File: config.mk
export PLATFORM = sky130hd
export DESIGN_NAME = issueStage
export DESIGN_NICKNAME = d
export VERILOG_FILES = /design/src/verilog/pipePkg.sv /design/src/verilog/issueStage.sv /design/src/verilog/stageTrack.sv /design/src/verilog/hazardDet.sv /design/src/verilog/instDecode.sv
export VERILOG_INCLUDE_DIRS = /design/src /design/src/verilog
export SDC_FILE = /design/constraint.sdc
export NUM_CORES = 1
export LEC_CHECK = 0
export BUFFER_PORTS_ARGS = -buffer_cell sky130_fd_sc_hd__buf_2
export CAP_MARGIN = 20
export CORE_UTILIZATION = 54
export CTS_BUF_LIST = sky130_fd_sc_hd__clkbuf_16
export DETAILED_ROUTE_END_ITERATION = 10
export GPL_TIMING_DRIVEN = 0
export PLACE_DENSITY = 0.83
export SLEW_MARGIN = 20
export SYNTH_ARGS = -nofsm -noshare
export SYNTH_HDL_FRONTEND = slang
export SYNTH_SLANG_ARGS = --single-unit
File: constraint.sdc
create_clock -name clk -period 5.95 [get_ports clk]
set_input_delay 1.4875 -clock clk [delete_from_list [all_inputs] [get_ports clk]]
set_output_delay 1.4875 -clock clk [all_outputs]
set_load 0.01 [all_outputs]
File: src/verilog/pipe_defines.svh
// widths fixed for the 16-bit teaching ISA; opcode must stay in the top five bits
`ifndef PIPE_DEFINES_SVH
`define PIPE_DEFINES_SVH

// full instruction word
`define INST_W 16

// major opcode, bits 15 to 11
`define OP_W 5

// register index, eight registers
`define REG_W 3

// bubble: NOP opcode with all operand bits zero
`define NOP_INST {5'b0_0001, {(`INST_W - `OP_W){1'b0}}}

`endif
File: src/verilog/pipePkg.sv
// enums cover only the opcode groups the issue stage decodes; jumps are not modelled
`include "pipe_defines.svh"

package pipePkg;

    // major opcodes, inst[15:11]
    // OP_BEQZ and OP_SET each stand for a whole 011xx / 111xx group
    typedef enum logic [`OP_W-1:0] {
        OP_HALT  = 5'b0_0000,
        OP_NOP   = 5'b0_0001,
        OP_ADDI  = 5'b0_1000,
        OP_BEQZ  = 5'b0_1100,
        OP_ST    = 5'b1_0000,
        OP_LD    = 5'b1_0001,
        OP_STU   = 5'b1_0011,
        OP_BITOP = 5'b1_1010,
        OP_ALU   = 5'b1_1011,
        OP_SET   = 5'b1_1100
    } opcodeT;

    // which register fields an instruction reads
    // SRC_RS_SECOND: Rs plus the bits 7..5 field (Rd of a store, Rt of an ALU op)
    typedef enum logic [1:0] {
        SRC_NONE,
        SRC_RS,
        SRC_RS_SECOND
    } srcClassT;

endpackage

File: src/verilog/issueStage.sv
// issue stage only; fetchInst must stay stable in any cycle that follows a high pcNop
`include "pipe_defines.svh"

module issueStage (
    input  logic               clk,
    input  logic               reset,
    input  logic [`INST_W-1:0] fetchInst,
    output logic [`INST_W-1:0] nextInst,
    output logic               pcNop
);
    import pipePkg::*;

    // decode results
    srcClassT          srcClass;
    logic              decRegWrt;
    logic [`REG_W-1:0] decWrtReg;
    logic              isBranch;
    logic              isHalt;
    logic              issueValid;

    // tracker state per stage
    logic              regWrtD;
    logic              regWrtX;
    logic              regWrtM;
    logic              regWrtW;
    logic [`REG_W-1:0] wrtRegD;
    logic [`REG_W-1:0] wrtRegX;
    logic [`REG_W-1:0] wrtRegM;
    logic [`REG_W-1:0] wrtRegW;
    logic              branchInstD;
    logic              branchInstX;
    logic              branchInstM;
    logic              branchInstW;

    instDecode uDecode (
        .fetchInst (fetchInst),
        .srcClass  (srcClass),
        .decRegWrt (decRegWrt),
        .decWrtReg (decWrtReg),
        .isBranch  (isBranch),
        .isHalt    (isHalt)
    );

    hazardDet uHazard (
        .reset       (reset),
        .fetchInst   (fetchInst),
        .srcClass    (srcClass),
        .isBranch    (isBranch),
        .isHalt      (isHalt),
        .regWrtD     (regWrtD),
        .regWrtX     (regWrtX),
        .regWrtM     (regWrtM),
        .regWrtW     (regWrtW),
        .wrtRegD     (wrtRegD),
        .wrtRegX     (wrtRegX),
        .wrtRegM     (wrtRegM),
        .wrtRegW     (wrtRegW),
        .branchInstD (branchInstD),
        .branchInstX (branchInstX),
        .branchInstM (branchInstM),
        .branchInstW (branchInstW),
        .nextInst    (nextInst),
        .pcNop       (pcNop),
        .issueValid  (issueValid)
    );

    stageTrack uTrack (
        .clk         (clk),
        .reset       (reset),
        .issueValid  (issueValid),
        .decRegWrt   (decRegWrt),
        .decWrtReg   (decWrtReg),
        .isBranch    (isBranch),
        .regWrtD     (regWrtD),
        .regWrtX     (regWrtX),
        .regWrtM     (regWrtM),
        .regWrtW     (regWrtW),
        .wrtRegD     (wrtRegD),
        .wrtRegX     (wrtRegX),
        .wrtRegM     (wrtRegM),
        .wrtRegW     (wrtRegW),
        .branchInstD (branchInstD),
        .branchInstX (branchInstX),
        .branchInstM (branchInstM),
        .branchInstW (branchInstW)
    );

endmodule

File: src/verilog/stageTrack.sv
// four-deep status pipe; wrtReg is only meaningful where the matching regWrt bit is set
`include "pipe_defines.svh"

module stageTrack (
    input  logic              clk,
    input  logic              reset,
    input  logic              issueValid,
    input  logic              decRegWrt,
    input  logic [`REG_W-1:0] decWrtReg,
    input  logic              isBranch,
    output logic              regWrtD,
    output logic              regWrtX,
    output logic              regWrtM,
    output logic              regWrtW,
    output logic [`REG_W-1:0] wrtRegD,
    output logic [`REG_W-1:0] wrtRegX,
    output logic [`REG_W-1:0] wrtRegM,
    output logic [`REG_W-1:0] wrtRegW,
    output logic              branchInstD,
    output logic              branchInstX,
    output logic              branchInstM,
    output logic              branchInstW
);

    // writer and branch flags, bubbles enter as zeros
    always_ff @(posedge clk) begin
        if (reset) begin
            regWrtD     <= 1'b0;
            regWrtX     <= 1'b0;
            regWrtM     <= 1'b0;
            regWrtW     <= 1'b0;
            branchInstD <= 1'b0;
            branchInstX <= 1'b0;
            branchInstM <= 1'b0;
            branchInstW <= 1'b0;
        end else begin
            regWrtD     <= issueValid & decRegWrt;
            regWrtX     <= regWrtD;
            regWrtM     <= regWrtX;
            regWrtW     <= regWrtM;
            branchInstD <= issueValid & isBranch;
            branchInstX <= branchInstD;
            branchInstM <= branchInstX;
            branchInstW <= branchInstM;
        end
    end

    // destination index rides along with its flag
    always_ff @(posedge clk) begin
        wrtRegD <= issueValid ? decWrtReg : '0;
        wrtRegX <= wrtRegD;
        wrtRegM <= wrtRegX;
        wrtRegW <= wrtRegM;
    end

endmodule

File: src/verilog/hazardDet.sv
// no forwarding: any pending writer in D..W blocks a reader; fetch must hold fetchInst on pcNop
`include "pipe_defines.svh"

module hazardDet (
    input  logic               reset,
    input  logic [`INST_W-1:0] fetchInst,
    input  pipePkg::srcClassT  srcClass,
    input  logic               isBranch,
    input  logic               isHalt,
    input  logic               regWrtD,
    input  logic               regWrtX,
    input  logic               regWrtM,
    input  logic               regWrtW,
    input  logic [`REG_W-1:0]  wrtRegD,
    input  logic [`REG_W-1:0]  wrtRegX,
    input  logic [`REG_W-1:0]  wrtRegM,
    input  logic [`REG_W-1:0]  wrtRegW,
    input  logic               branchInstD,
    input  logic               branchInstX,
    input  logic               branchInstM,
    input  logic               branchInstW,
    output logic [`INST_W-1:0] nextInst,
    output logic               pcNop,
    output logic               issueValid
);
    import pipePkg::*;

    // stage views, index 0 is D, 3 is W
    logic [3:0]            stgWrt;
    logic [4*`REG_W-1:0]   stgReg;
    logic                  rsHit;
    logic                  secHit;
    logic                  branchShadow;
    logic                  stall;

    // true when some stage will still write fld
    function automatic logic regBusy(input logic [`REG_W-1:0] fld, input logic [3:0] wrt,
                                     input logic [4*`REG_W-1:0] regs);
        logic hit;
        hit = 1'b0;
        for (int i = 0; i < 4; i++) begin
            if (wrt[i] && (regs[i*`REG_W +: `REG_W] == fld)) begin
                hit = 1'b1;
            end
        end
        return hit;
    endfunction

    assign stgWrt = {regWrtW, regWrtM, regWrtX, regWrtD};
    assign stgReg = {wrtRegW, wrtRegM, wrtRegX, wrtRegD};

    assign rsHit  = regBusy(fetchInst[10:8], stgWrt, stgReg);
    assign secHit = regBusy(fetchInst[7:5], stgWrt, stgReg);

    // unresolved branch anywhere downstream
    assign branchShadow = branchInstD | branchInstX | branchInstM | branchInstW;

    always_comb begin
        case (srcClass)
            // branches ignore the shadow of older branches
            SRC_RS:        stall = isBranch ? rsHit : (rsHit | branchShadow);
            SRC_RS_SECOND: stall = rsHit | secHit | branchShadow;
            // halt and nop never wait
            default:       stall = 1'b0;
        endcase
    end

    always_comb begin
        if (reset) begin
            nextInst   = `NOP_INST;
            pcNop      = 1'b0;
            issueValid = 1'b0;
        end else if (isHalt) begin
            // halt parks the pc and keeps showing itself
            nextInst   = fetchInst;
            pcNop      = 1'b1;
            issueValid = 1'b0;
        end else if (stall) begin
            nextInst   = `NOP_INST;
            pcNop      = 1'b1;
            issueValid = 1'b0;
        end else begin
            nextInst   = fetchInst;
            pcNop      = 1'b0;
            issueValid = 1'b1;
        end
    end

endmodule

File: src/verilog/instDecode.sv
// pure decode of inst[15:11]; unlisted opcodes are treated as Rs readers that write nothing
`include "pipe_defines.svh"

module instDecode (
    input  logic [`INST_W-1:0] fetchInst,
    output pipePkg::srcClassT  srcClass,
    output logic               decRegWrt,
    output logic [`REG_W-1:0]  decWrtReg,
    output logic               isBranch,
    output logic               isHalt
);
    import pipePkg::*;

    opcodeT            op;
    logic [`REG_W-1:0] rsFld;
    logic [`REG_W-1:0] midFld;
    logic [`REG_W-1:0] lowFld;

    assign op     = opcodeT'(fetchInst[`INST_W-1 -: `OP_W]);
    assign rsFld  = fetchInst[10:8];
    // Rd of I-format, Rt of R-format
    assign midFld = fetchInst[7:5];
    // Rd of R-format
    assign lowFld = fetchInst[4:2];

    always_comb begin
        // most opcodes read only Rs and write nothing
        srcClass  = SRC_RS;
        decRegWrt = 1'b0;
        decWrtReg = rsFld;
        isBranch  = 1'b0;
        isHalt    = 1'b0;
        casez (op)
            OP_HALT: begin
                srcClass = SRC_NONE;
                isHalt   = 1'b1;
            end
            // nop group, no operands
            5'b0_00??: srcClass = SRC_NONE;
            // branch group, same shape as OP_BEQZ
            5'b0_11??: isBranch = 1'b1;
            // immediate group of OP_ADDI
            5'b0_10??: begin
                decRegWrt = 1'b1;
                decWrtReg = midFld;
            end
            OP_ST: srcClass = SRC_RS_SECOND;
            OP_LD: begin
                decRegWrt = 1'b1;
                decWrtReg = midFld;
            end
            // store with update writes back Rs
            OP_STU: begin
                srcClass  = SRC_RS_SECOND;
                decRegWrt = 1'b1;
                decWrtReg = rsFld;
            end
            OP_BITOP, OP_ALU, 5'b1_11??: begin
                srcClass  = SRC_RS_SECOND;
                decRegWrt = 1'b1;
                decWrtReg = lowFld;
            end
            default: ;
        endcase
    end

endmodule

After elaboration in Yosys (flattened, before gate mapping)
Index checks and enable logic that the tools add are counted.

storage, ports and cells
  input port bits = 18
  output and inout port bits = 17
  flip-flop bits (word level) = 20
  logic and storage cells = 80

operators by class
  bitwise operators = 8
  eq/ne operators = 18
  reduce and logical (&&, ||, !) cells = 14
  multiplexer cells = 28

operators with widths
  kind                  number
  $mux W16              3
  $eq A5 B5 Y1 const B  5
  $eq A3 B3 Y1          8
  $mux W1               20
  $logic_and A1 B1 Y1   8
  $eq A3 B2 Y1 const B  2
  $or A1 B1 Y1          6
  $pmux W3 S2           1
  $reduce_or A6 Y1      1
  $logic_not A5 Y1      1
  $reduce_or A5 Y1      1
  $pmux W2 S2           1
  $eq A3 B3 Y1 const B  1
  $logic_not A3 Y1      1
  $mux W3               1
  $reduce_or A3 Y1      1
  $and A1 B1 Y1         2
  $eq A2 B1 Y1 const B  1
  $eq A2 B2 Y1 const B  1
  $mux W2               1
  $pmux W1 S2           1
  $reduce_or A2 Y1      1

Longest topological paths before layout
Gate-level depths: netlist (run 1).

  depth in word-level cells = 13
  depth in mapped cells = 8
  mapped depth without buffers = 6

Hierarchy
Synthesis (run 1) repeated with hierarchy kept, for this count alone.

unflattened totals
  cells, all modules = 147
  area, all modules = 1357.6 sq um

by module, submodules not included
  module      area each (sq um)  instances  sequential area each (sq um)  cells each
  hazardDet   705.7              1          0.0                           92
  stageTrack  491.7              1          400.4                         31
  instDecode  160.2              1          0.0                           24

Worst setup path after synthesis (run 1)
No wires, ideal clock.

  kind = in2out
  start point = input port fetchInst[13]
  end point = output port pcNop
  buffers on the path = 2
  data required time = 4.463 ns
  data arrival time = 2.682 ns
  stages on the path = 6
  path slack = 1.780 ns
  path through = buf_2 > or4_1 > nand3_1 > nand3b_1 > buf_2 > a31oi_1

on the way
  word-level cells in the longest chain between the ends = 9
  elaborated cells between the ends (all ways) = 21
  those cells by class = eq/ne: 8; mux: 10; reduce/logical: 3

ends and longest elaborated chain
  item                                                 RTL line          text
  from (decl)                                          issueStage.sv:7   input logic [`INST_W-1:0] fetchInst,
  $eq A5 B5 Y1 / $eq A3 B3 Y1 (equally long branches)  instDecode.sv:33  casez (op)
  $reduce_or A5 Y1 (no source line)                    n/a
  $pmux W2 S2                                          instDecode.sv:33
  $mux W2                                              instDecode.sv:33
  $eq A2 B2 Y1 / $eq A2 B1 Y1 (equally long branches)  hazardDet.sv:59   case (srcClass)
  $pmux W1 S2                                          hazardDet.sv:59
  $mux W1                                              hazardDet.sv:78   end else if (stall) begin
  $mux W1 *                                            hazardDet.sv:73   end else if (isHalt) begin
  $mux W1 *                                            hazardDet.sv:69   if (reset) begin
  to (decl)                                            issueStage.sv:9   output logic pcNop

Mark *: on every way between the ends. The rest lies on a longest branch, timed or not.

Final worst setup path (run 1)
  start point = input port fetchInst[15]
  end point = output port nextInst[10]

on the way
  word-level cells in the longest chain between the ends = 9
  elaborated cells between the ends (all ways) = 21
  those cells by class = eq/ne: 8; mux: 10; reduce/logical: 3

ends and longest elaborated chain
  item                                                 RTL line          text
  $eq A5 B5 Y1 / $eq A3 B3 Y1 (equally long branches)  instDecode.sv:33
  $reduce_or A5 Y1 (no source line)                    n/a
  $pmux W2 S2                                          instDecode.sv:33
  $mux W2                                              instDecode.sv:33
  $eq A2 B2 Y1 / $eq A2 B1 Y1 (equally long branches)  hazardDet.sv:59
  $pmux W1 S2                                          hazardDet.sv:59
  $mux W16                                             hazardDet.sv:78
  $mux W16 *                                           hazardDet.sv:73
  $mux W16 *                                           hazardDet.sv:69
  to (decl)                                            issueStage.sv:8   output logic [`INST_W-1:0] nextInst,

Marked as above.

==> flow_metrics.tcl, run 1 <==
set metrics [dict create \
    nFillCells 169 \
    final_util_pct 70.8 \
    antenna_found_initial 0 \
    cts_root_buf "clkbuf_16" \
    htreeDepth 1 \
    ys.flop_type "dfxtp_1" \
    synthesis.area_um2 1170 \
    stdcell_count 192 \
    setup_violations 0 \
    drive_above_1_share_pct 28.5 \
    drt-wirelength-per-cell_um 12.5 \
    multi_input_area_um2 669 \
    ios 35 \
    cts_hold_buf 0 \
    synth.area.top_cells "dfxtp_1, xnor2_1, and3_1, nand4_1, buf_6" \
    critPathCaptureType "primary output" \
    cts_tree "built" \
    overflow 0 \
    grt_max_degree 11 \
    tns_ns 0 \
    antennaDiodeCount 0 \
    track_usage_pct 21.8 \
    rsz0062_at_grt "no" \
    gp_congestion 0.818 \
    period_share_pct 74.8 \
    post_cts_buffers 0 \
    synth.distinct_cells 30 \
    leakage_nw 0.664 \
    combPwrFrac_pct 21.4 \
    crit_required_ns 4.46 \
    critical_path_class "primary input to primary output" \
    crit_chain "buf_2 -> buf_2 -> a21oi_1 -> o31ai_1 -> o32ai_2 -> and2b_4 -> buf_6 -> and3_1 -> buf_2" \
    synth_cells 135 \
    rows 16 \
    slowest_stage "o31ai_1" \
    slowest_delay_ns 0.31 \
    clock_path_buffers 2 \
    critPathMostFrequentCell "buf_2" \
    worstPathMaxFanout 10 \
    vias 1040 \
    pwr-share-clk_pct 36.6 \
    worst-r2r-cell-count 7 \
    grt_pass1_wl_mm 4.03 \
    hold_path_depth 0 \
    worstPathArrival_ns 2.96 \
    die_area_um2 2360 \
    drv_cap 0 \
    synth_top_cell_area_share_pct 34.1 \
    worst_pin_slew_ns 0.337 \
    placed_cells 189 \
    drtPass1Iterations 4 \
    status "finished, final reports clean" \
    synth_most_common_cell "xnor2_1" \
    synth_edf_count 0 \
    power_mw 0.361 \
    via_per_inst 5.42 \
    min_period_ns 4.45 \
    final_max_slew_viol_count 0 \
    die_h_um 48.6 \
    drc_errors 0 \
    area.growth.synth_to_final_pct 20.8 \
    regArea_um2 400 \
    cts_buffers 3 \
    power_density_nw_per_um2 255 \
    ys_async_sr_fraction_pct 0 \
    core_area_um2 2000 \
    fmax_mhz 225 \
    io_buffer_count 27 \
    syn_nets 153 \
    hp-class "flop to flop" \
    hold_viol 0 \
    dpl.hpwl_mm 1.85 \
    ir_worst_vdd_v 0.000160 \
    seq_area_frac_synth_pct 34.1 \
    pre_cts_ws_ns 1.52 \
    ys_warn_count 0 \
    p_seq_share_pct 42.0 \
    switchingPower_mw 0.0884 \
    setup_slack_ns 1.50 \
    clk_pin_slew_ns 0.05 \
    synth_top_cells_by_count "xnor2_1, dfxtp_1, and3_1" \
    swShare_pct 24.5 \
    cts_sinks 20 \
    drtIter0Drc 7 \
    ant_nets 0 \
    wl_mm 2.40 \
    worstSetupStartpointType "primary input" \
    yosysTopAreaCell "dfxtp_1" \
    initial_core_util_pct 58.6 \
    final_nets 185 \
    slew_headroom_pct 77.4 \
    postSynthAreaPerCell_um2 8.69 \
    ys_seq_elements 20 \
    fin_skew_ns 0.00213 \
    clk_latency_ns 0.25 \
    p_int_mw 0.273 \
    grt_pass1_vias 935 \
    cts.repair.resized 0 \
    die_w_um 48.6 \
]
-- power groups by stage --
stage / Sequential (mW) / Clock [mW] / Combinational (mW)
floorplan: 0.153 / 0 / 0.0574
finish: 0.152 / 0.132 / 0.0773
global placement: 0.154 / 0 / 0.0749
global route: 0.153 / 0.140 / 0.0844
CTS: 0.152 / 0.134 / 0.0774
detailed placement: 0.155 / 0 / 0.0770
-- cell families after synthesis --
group	count (synthesis)	share of synthesized area, %
simple gates	60	29.9
compound gates	15	9.27
buf+inv	16	8.85
xor+xnor	24	17.9
flops	20	34.1
-- worst max-delay path: cells and delay by family --
kind                   cells  cell delay, ns
AOI/OAI and AO/OA          3            0.55
buffers and inverters      4            0.55
and+or+nand+nor            2            0.38
-- path summary, 6_finish.rpt --
path / from / end / slack (ns)
max reg2reg: uTrack.wrtRegM[0]$_DFF_P_ / uTrack.wrtRegD[0]$_SDFF_PN0_ / 4.37
max: fetchInst[15] / nextInst[10] / 1.50
min: uTrack.wrtRegD[2]$_SDFF_PN0_ / uTrack.wrtRegX[2]$_DFF_P_ / 0.39
min reg2reg: uTrack.wrtRegD[2]$_SDFF_PN0_ / uTrack.wrtRegX[2]$_DFF_P_ / 0.39
-- sequential cells by signal, indices dropped and copies added (netlist names) --
name / flops
uTrack.regWrtW: 1
uTrack.wrtRegM: 3
uTrack.regWrtX: 1
uTrack.wrtRegW: 3
uTrack.branchInstM: 1
uTrack.branchInstD: 1
uTrack.branchInstW: 1
uTrack.wrtRegX: 3
uTrack.branchInstX: 1
uTrack.regWrtD: 1
uTrack.wrtRegD: 3
uTrack.regWrtM: 1
-- through the flow --
| step | cell area (um^2) | hold slack [ns] |
|---|---|---|
| 2_1_floorplan | 1170 | 0.375 |
| 3_5_place_dp | 1340 | 0.382 |
| 3_3_place_gp | 1340 | 0.378 |
| 6_report | 1420 | 0.387 |
| 4_1_cts | 1420 | 0.390 |
| 5_1_grt | 1420 | 0.395 |
-- area by class of cell --
type	instances	area share, %
Timing Repair Buffer	27	9.53
Clock buffer	3	5.30
Multi-Input combinational cell	99	47.2
Tap cell	27	2.38
Inverter	3	0.794
Buffer	13	6.53
Sequential cell	20	28.2
-- layer usage --
| layer | up-vias | share of wire [%] | wire length (um) | GRT usage [%] |
|---|---|---|---|---|
| li1 | 532 | - | - | - |
| met1 | 468 | 46 | 1110 | 26.8 |
| met4 | 0 | 1.6 | 38 | 10.3 |
| met5 | - | 0 | 0 | 0 |
| met2 | 36 | 48 | 1150 | 37.7 |
| met3 | 4 | 4.7 | 112 | 2.20 |
-- cells in the final DEF, fill, tap and decap left out, drive strengths merged, types with 2 or more instances in the layout --
master  count
buf        39
xnor2      24
dfxtp      20
and3       19
nand4       8
nand2       8
nor2        6
nor2b       6
a21oi       5
clkbuf      4
nand3       3
inv         3
a22oi       3
nor4        2
nand2b      2
a31oi       2
Power figures use the tool's default switching activity.
==> run 2: changes to the inputs <==
--- a/config.mk
+++ b/config.mk
@@ -6,13 +6,14 @@
 export SDC_FILE = /design/constraint.sdc
 export NUM_CORES = 1
 export LEC_CHECK = 0
+export ABC_AREA = 1
 export BUFFER_PORTS_ARGS = -buffer_cell sky130_fd_sc_hd__buf_2
 export CAP_MARGIN = 20
-export CORE_UTILIZATION = 54
+export CORE_UTILIZATION = 47
 export CTS_BUF_LIST = sky130_fd_sc_hd__clkbuf_16
 export DETAILED_ROUTE_END_ITERATION = 10
 export GPL_TIMING_DRIVEN = 0
-export PLACE_DENSITY = 0.83
+export PLACE_DENSITY = 0.75
 export SLEW_MARGIN = 20
 export SYNTH_ARGS = -nofsm -noshare
 export SYNTH_HDL_FRONTEND = slang
==> constraint.sdc (replaced) <==
create_clock -name clk -period 3.95 [get_ports clk]
set_input_delay 0.9875 -clock clk [delete_from_list [all_inputs] [get_ports clk]]
set_output_delay 0.9875 -clock clk [all_outputs]
set_load 0.01 [all_outputs]
==> run 2 against run 1 <==
- utilization fell by 7.5 points
- sequential share of layout area fell by 3.4 points
- flip-flop and latch count did not move
- clock-buffer cell count did not move
- die area rose by 26%
- via count rose by 34%
- routed wire length rose by 29%
- first-iteration DRC count rose to 5.6 times the previous value
- synthesized area rose by 11%
- global-route usage rose by 1.3 points
- worst setup slack got worse by 0.99 ns
- critical path type unchanged
- critical endpoint is now nextInst[9]
- largest cell class unchanged
- largest power group is now the clock network
==> flow_metrics.tcl, run 2 <==
set metrics [dict create \
    status "finished, final reports clean" \
    p_int_mw 0.468 \
    synth_top_cells_by_count "nand2_1, nor2_1, inv_1" \
    die_area_um2 2990 \
    antennaDiodeCount 0 \
    cts_buffers 3 \
    yosysTopAreaCell "dfxtp_1" \
    clk_pin_slew_ns 0.06 \
    io_buffer_count 33 \
    track_usage_pct 23.1 \
    overflow 0 \
    ir_worst_vdd_v 0.000348 \
    drt-wirelength-per-cell_um 10.7 \
    final_max_slew_viol_count 0 \
    die_h_um 54.6 \
    ys_async_sr_fraction_pct 0 \
    slew_headroom_pct 62.1 \
    worstPathArrival_ns 2.45 \
    area.growth.synth_to_final_pct 23.6 \
    antenna_found_initial 0 \
    p_seq_share_pct 35.7 \
    rows 18 \
    placed_cells 285 \
    ys.flop_type "dfxtp_1" \
    cts_sinks 20 \
    initial_core_util_pct 51.2 \
    worst_pin_slew_ns 0.569 \
    cts_root_buf "clkbuf_16" \
    grt_use_met1_pct 27.8 \
    cts_tree "built" \
    synth_cells 222 \
    combPwrFrac_pct 21.0 \
    drive_above_1_share_pct 22.8 \
    syn_nets 240 \
    gp_congestion 0.862 \
    wl_mm 3.09 \
    switchingPower_mw 0.173 \
    ys_warn_count 0 \
    final_cell_mix "nand2_1, nor2_1, inv_1, buf_2, dfxtp_1" \
    fin_skew_ns 0.00238 \
    period_share_pct 87.1 \
    drv_cap 0 \
    ys_seq_elements 20 \
    via_per_inst 4.84 \
    post_cts_buffers 0 \
    die_w_um 54.6 \
    grt_max_degree 13 \
    cts.repair.resized 0 \
    power_density_nw_per_um2 399 \
    fmax_mhz 291 \
    seq_area_frac_synth_pct 30.7 \
    critPathCaptureType "primary output" \
    grt.busiest_layer "met2" \
    clock_path_buffers 2 \
    drtPass1Iterations 4 \
    final_nets 278 \
    hold_viol 0 \
    cts_hold_buf 0 \
    synth_edf_count 0 \
    clk_latency_ns 0.25 \
    ant_nets 0 \
    htreeDepth 1 \
    critical_path_class "primary input to primary output" \
    leakage_nw 0.895 \
    hp-class "flop to flop" \
    grt_pass1_vias 1202 \
    grt_pass1_wl_mm 4.89 \
    synth_top_cell_area_share_pct 30.7 \
    met3_usage_pct 4.17 \
    worstPathMaxFanout 10 \
    synth_most_common_cell "nand2_1" \
    synthesis.area_um2 1300 \
    dpl.hpwl_mm 2.35 \
    tns_ns 0 \
    postSynthAreaPerCell_um2 5.87 \
    vias 1398 \
    core_area_um2 2540 \
    setup_violations 0 \
    rsz0062_at_grt "no" \
    met2_usage_pct 41.8 \
    crit_required_ns 2.96 \
    stdcell_count 289 \
    nFillCells 264 \
    synth.area.top_cells "dfxtp_1, nand2_1, nor2_1, inv_1, nor3_2" \
    ios 35 \
    min_period_ns 3.44 \
    drc_errors 0 \
    swShare_pct 27.0 \
    synth.distinct_cells 19 \
    final_common_cell "nand2_1" \
    pwr-share-clk_pct 43.3 \
    worstSetupStartpointType "primary input" \
    drtIter0Drc 39 \
]
run 2: cell count changes in the layout (fill, tap and decap cells not counted), sizes merged, moves of 3 or more:
cell / previous run / this run
xnor2: 24 / 1
inv: 3 / 37
o22ai: 0 / 3
nand3: 3 / 9
nand2: 8 / 85
nand4: 8 / 1
nor2: 6 / 47
nor2b: 6 / 0
and3: 19 / 0
a22oi: 3 / 0
buf: 39 / 34
nor3: 0 / 10
run 2: metrics by stage:
step	instance area [um^2]	util (%)	power, mW	setup slack [ns]	hold slack [ns]
floorplan	1300	-	0.324	0.974	0.351
global route	1610	63.3	0.674	0.400	0.380
CTS	1610	63.3	0.645	0.500	0.366
finish	1610	63.3	0.642	0.511	0.373
global placement	1510	59.1	0.365	0.561	0.361
detailed placement	1510	59.1	0.367	0.540	0.359
run 2: routing by layer:
layer | wire [um] | share of wire [%]
met1 | 1430 | 46
met2 | 1490 | 48
met3 | 142 | 4.6
met4 | 30 | 0.97
met5 | 0 | 0
run 2: path summary, 6_finish.rpt:
path / slack, ns / start / to / depth (start not counted)
min reg2reg: 0.37 / uTrack.wrtRegD[0]$_SDFF_PN0_ / uTrack.wrtRegX[0]$_DFF_P_ / 0
max reg2reg: 2.52 / uTrack.wrtRegD[0]$_SDFF_PN0_ / uTrack.regWrtD$_SDFF_PP0_ / 10
max: 0.51 / fetchInst[7] / nextInst[9] / 14
min: 0.37 / uTrack.wrtRegD[0]$_SDFF_PN0_ / uTrack.wrtRegX[0]$_DFF_P_ / 0
run 2: area by class of cell:
cell class | instances | area [um^2] | share of cell area, %
inverters | 37 | 139 | 8.62
repair buffers | 33 | 165 | 10.3
plain buffers | 3 | 18.8 | 1.17
clock inverters | 1 | 30.0 | 1.86
well taps | 30 | 37.5 | 2.33
multi-input cells | 162 | 744 | 46.2
flip-flops and latches | 20 | 400 | 24.9
clock buffers | 3 | 75.1 | 4.66
run 2: cells by family after synthesis:
group | Yosys count | synth area share (%)
compound gates | 9 | 4.32
xor+xnor | 1 | 0.673
flops | 20 | 30.7
buf+inv | 40 | 12.1
simple gates | 152 | 52.2
run 2: critical path, stage by stage:
cell and delay (ns):
buf_2 0.13, inv_1 0.20, nand2_1 0.08, nand2_1 0.07
nor2_1 0.05, nand2_1 0.06, nand3_1 0.07, nor2_1 0.08
nand2_1 0.09, nand2_4 0.10, nand2_4 0.07, buf_6 0.15
nor3_2 0.14, buf_2 0.16
run 2: power groups by stage:
stage / registers (mW) / logic, mW / clock network (mW)
after floorplan: 0.230 / 0.0933 / 0
after global placement: 0.233 / 0.132 / 0
after detailed placement: 0.233 / 0.133 / 0
after CTS: 0.229 / 0.135 / 0.281
after global routing: 0.232 / 0.153 / 0.289
final: 0.229 / 0.135 / 0.278
==> run 3: changes to the inputs <==
--- a/config.mk
+++ b/config.mk
@@ -9,11 +9,11 @@
 export ABC_AREA = 1
 export BUFFER_PORTS_ARGS = -buffer_cell sky130_fd_sc_hd__buf_2
 export CAP_MARGIN = 20
-export CORE_UTILIZATION = 47
+export CORE_UTILIZATION = 52
 export CTS_BUF_LIST = sky130_fd_sc_hd__clkbuf_16
 export DETAILED_ROUTE_END_ITERATION = 10
 export GPL_TIMING_DRIVEN = 0
-export PLACE_DENSITY = 0.75
+export PLACE_DENSITY = 0.79
 export SLEW_MARGIN = 20
 export SYNTH_ARGS = -nofsm -noshare
 export SYNTH_HDL_FRONTEND = slang
==> constraint.sdc (replaced) <==
create_clock -name clk -period 3.7 [get_ports clk]
set_input_delay 0.925 -clock clk [delete_from_list [all_inputs] [get_ports clk]]
set_output_delay 0.925 -clock clk [all_outputs]
set_load 0.01 [all_outputs]
==> run 3 against run 2 <==
- utilization is 6.2 points higher
- flip-flop and latch count stayed put
- final cell count is 0.69% lower
- clock power is 21% lower
- largest cell class unchanged
- highest routed layer unchanged
- critical endpoint is now nextInst[10]
==> flow_metrics.tcl, run 3 (synthesized netlist as in run 2, its figures left out) <==
set metrics [dict create \
    status "finished, final reports clean" \
    drv_cap 0 \
    cts_sinks 20 \
    hold_path_depth 0 \
    multi_input_area_um2 744 \
    clk_latency_ns 0.25 \
    p_int_mw 0.430 \
    drive_above_1_share_pct 22.4 \
    placed_cells 283 \
    grt_max_degree 12 \
    final_common_cell "nand2_1" \
    ios 35 \
    ant_nets 0 \
    p_seq_share_pct 40.3 \
    worst-r2r-cell-count 10 \
    post_cts_buffers 0 \
    antennaDiodeCount 0 \
    overflow 0 \
    die_w_um 52.1 \
    switchingPower_mw 0.178 \
    r2r_slack_ns 2.31 \
    cts_tree "built" \
    stdcell_area_um2 1580 \
    rows 17 \
    cts_root_buf "clkbuf_16" \
    worstSetupStartpointType "primary input" \
    vias 1346 \
    io_buffer_count 33 \
    via_per_inst 4.69 \
    cts.repair.resized 0 \
    final_cell_mix "nand2_1, nor2_1, inv_1, buf_2, dfxtp_1" \
    clk_pin_slew_ns 0.06 \
    fmax_mhz 303 \
    pwr-share-clk_pct 36.3 \
    htreeDepth 1 \
    die_area_um2 2710 \
    setup_violations 0 \
    cts_hold_buf 0 \
    hp-class "flop to flop" \
    worst_pin_slew_ns 0.557 \
    setup_slack_ns 0.405 \
    area.growth.synth_to_final_pct 21.4 \
    drtPass1Iterations 4 \
    grt_pass1_vias 1135 \
    nFillCells 216 \
    drc_errors 0 \
    min_period_ns 3.30 \
    worstPathMaxFanout 10 \
    final_nets 278 \
    swShare_pct 29.3 \
    period_share_pct 89.1 \
    final_max_slew_viol_count 0 \
    core_area_um2 2280 \
    grt_pass1_wl_mm 4.72 \
    leakage_nw 0.882 \
    combPwrFrac_pct 23.4 \
    antenna_found_initial 0 \
    pre_cts_ws_ns 0.443 \
    final_util_pct 69.5 \
    placed_cell_area_um2 1500 \
    critical_path_class "primary input to primary output" \
    rsz0062_at_grt "no" \
    track_usage_pct 24.0 \
    worstPathArrival_ns 2.37 \
    stdcell_count 287 \
    tns_ns 0 \
    power_density_nw_per_um2 384 \
    drt-wirelength-per-cell_um 9.99 \
    critPathCaptureType "primary output" \
    wl_mm 2.87 \
    die_h_um 52.1 \
    slew_headroom_pct 62.9 \
    drtIter0Drc 34 \
    initial_core_util_pct 57.2 \
    gp_congestion 0.836 \
    regArea_um2 400 \
    clock_path_buffers 2 \
    crit_required_ns 2.77 \
    ir_worst_vdd_v 0.000274 \
    dpl.hpwl_mm 2.31 \
    cts_buffers 3 \
    fin_skew_ns 0.00505 \
    hold_viol 0 \
]
run 3: cell count changes in the layout (fill, tap and decap cells not counted):
cell / previous run / this run
bufinv_16: 1 / 0
clkinv_1: 0 / 1
run 3: power by group through the flow:
stage	logic, mW	clock network [mW]	registers, mW
2_1_floorplan	0.0996	0	0.246
3_3_place_gp	0.140	0	0.249
3_5_place_dp	0.142	0	0.249
4_1_cts	0.143	0.226	0.245
5_1_grt	0.161	0.233	0.247
6_report	0.142	0.221	0.245
run 3: worst paths after layout:
kind                               end                         start
max                       nextInst[10]                  fetchInst[7]
min          uTrack.wrtRegX[0]$_DFF_P_  uTrack.wrtRegD[0]$_SDFF_PN0_
max reg2reg  uTrack.regWrtD$_SDFF_PP0_     uTrack.wrtRegX[0]$_DFF_P_
min reg2reg  uTrack.wrtRegX[0]$_DFF_P_  uTrack.wrtRegD[0]$_SDFF_PN0_
run 3: final cells by class:
type	count	area share [%]
Multi-Input combinational cell	162	47.1
Sequential cell	20	25.3
Timing Repair Buffer	33	10.4
Inverter	37	8.78
Clock buffer	3	4.75
Tap cell	28	2.22
Buffer	3	1.19
Clock inverter	1	0.237
run 3: routing by layer:
metal / GRT usage [%] / part of all wire (%) / wire [um] / vias to the layer above
met2: 41.9 / 46 / 1320 / 33
met1: 29.7 / 49 / 1390 / 565
li1: - / - / - / 744
met5: 0 / 0 / 0 / -
met4: 6.76 / 0.84 / 24 / 0
met3: 4.09 / 4.5 / 130 / 4
run 3: critical path, cell delays in order:
cell and delay (ns):
buf_2 0.13, inv_1 0.18, nand2_1 0.08, nand2_1 0.06, nor2_1 0.05, nand2_1 0.07, nand3_1 0.07, nor2_1 0.08
nand2_1 0.09, nand2_4 0.10, nand2_4 0.07, buf_6 0.15, nor3_2 0.14, buf_2 0.17
run 3: metrics by stage:
step                      hold slack [ns]  total power [mW]
after floorplan                     0.351             0.345
after global placement              0.361             0.389
after detailed placement            0.363             0.391
after CTS                           0.370             0.613
after global routing                0.376             0.641
final                               0.368             0.608
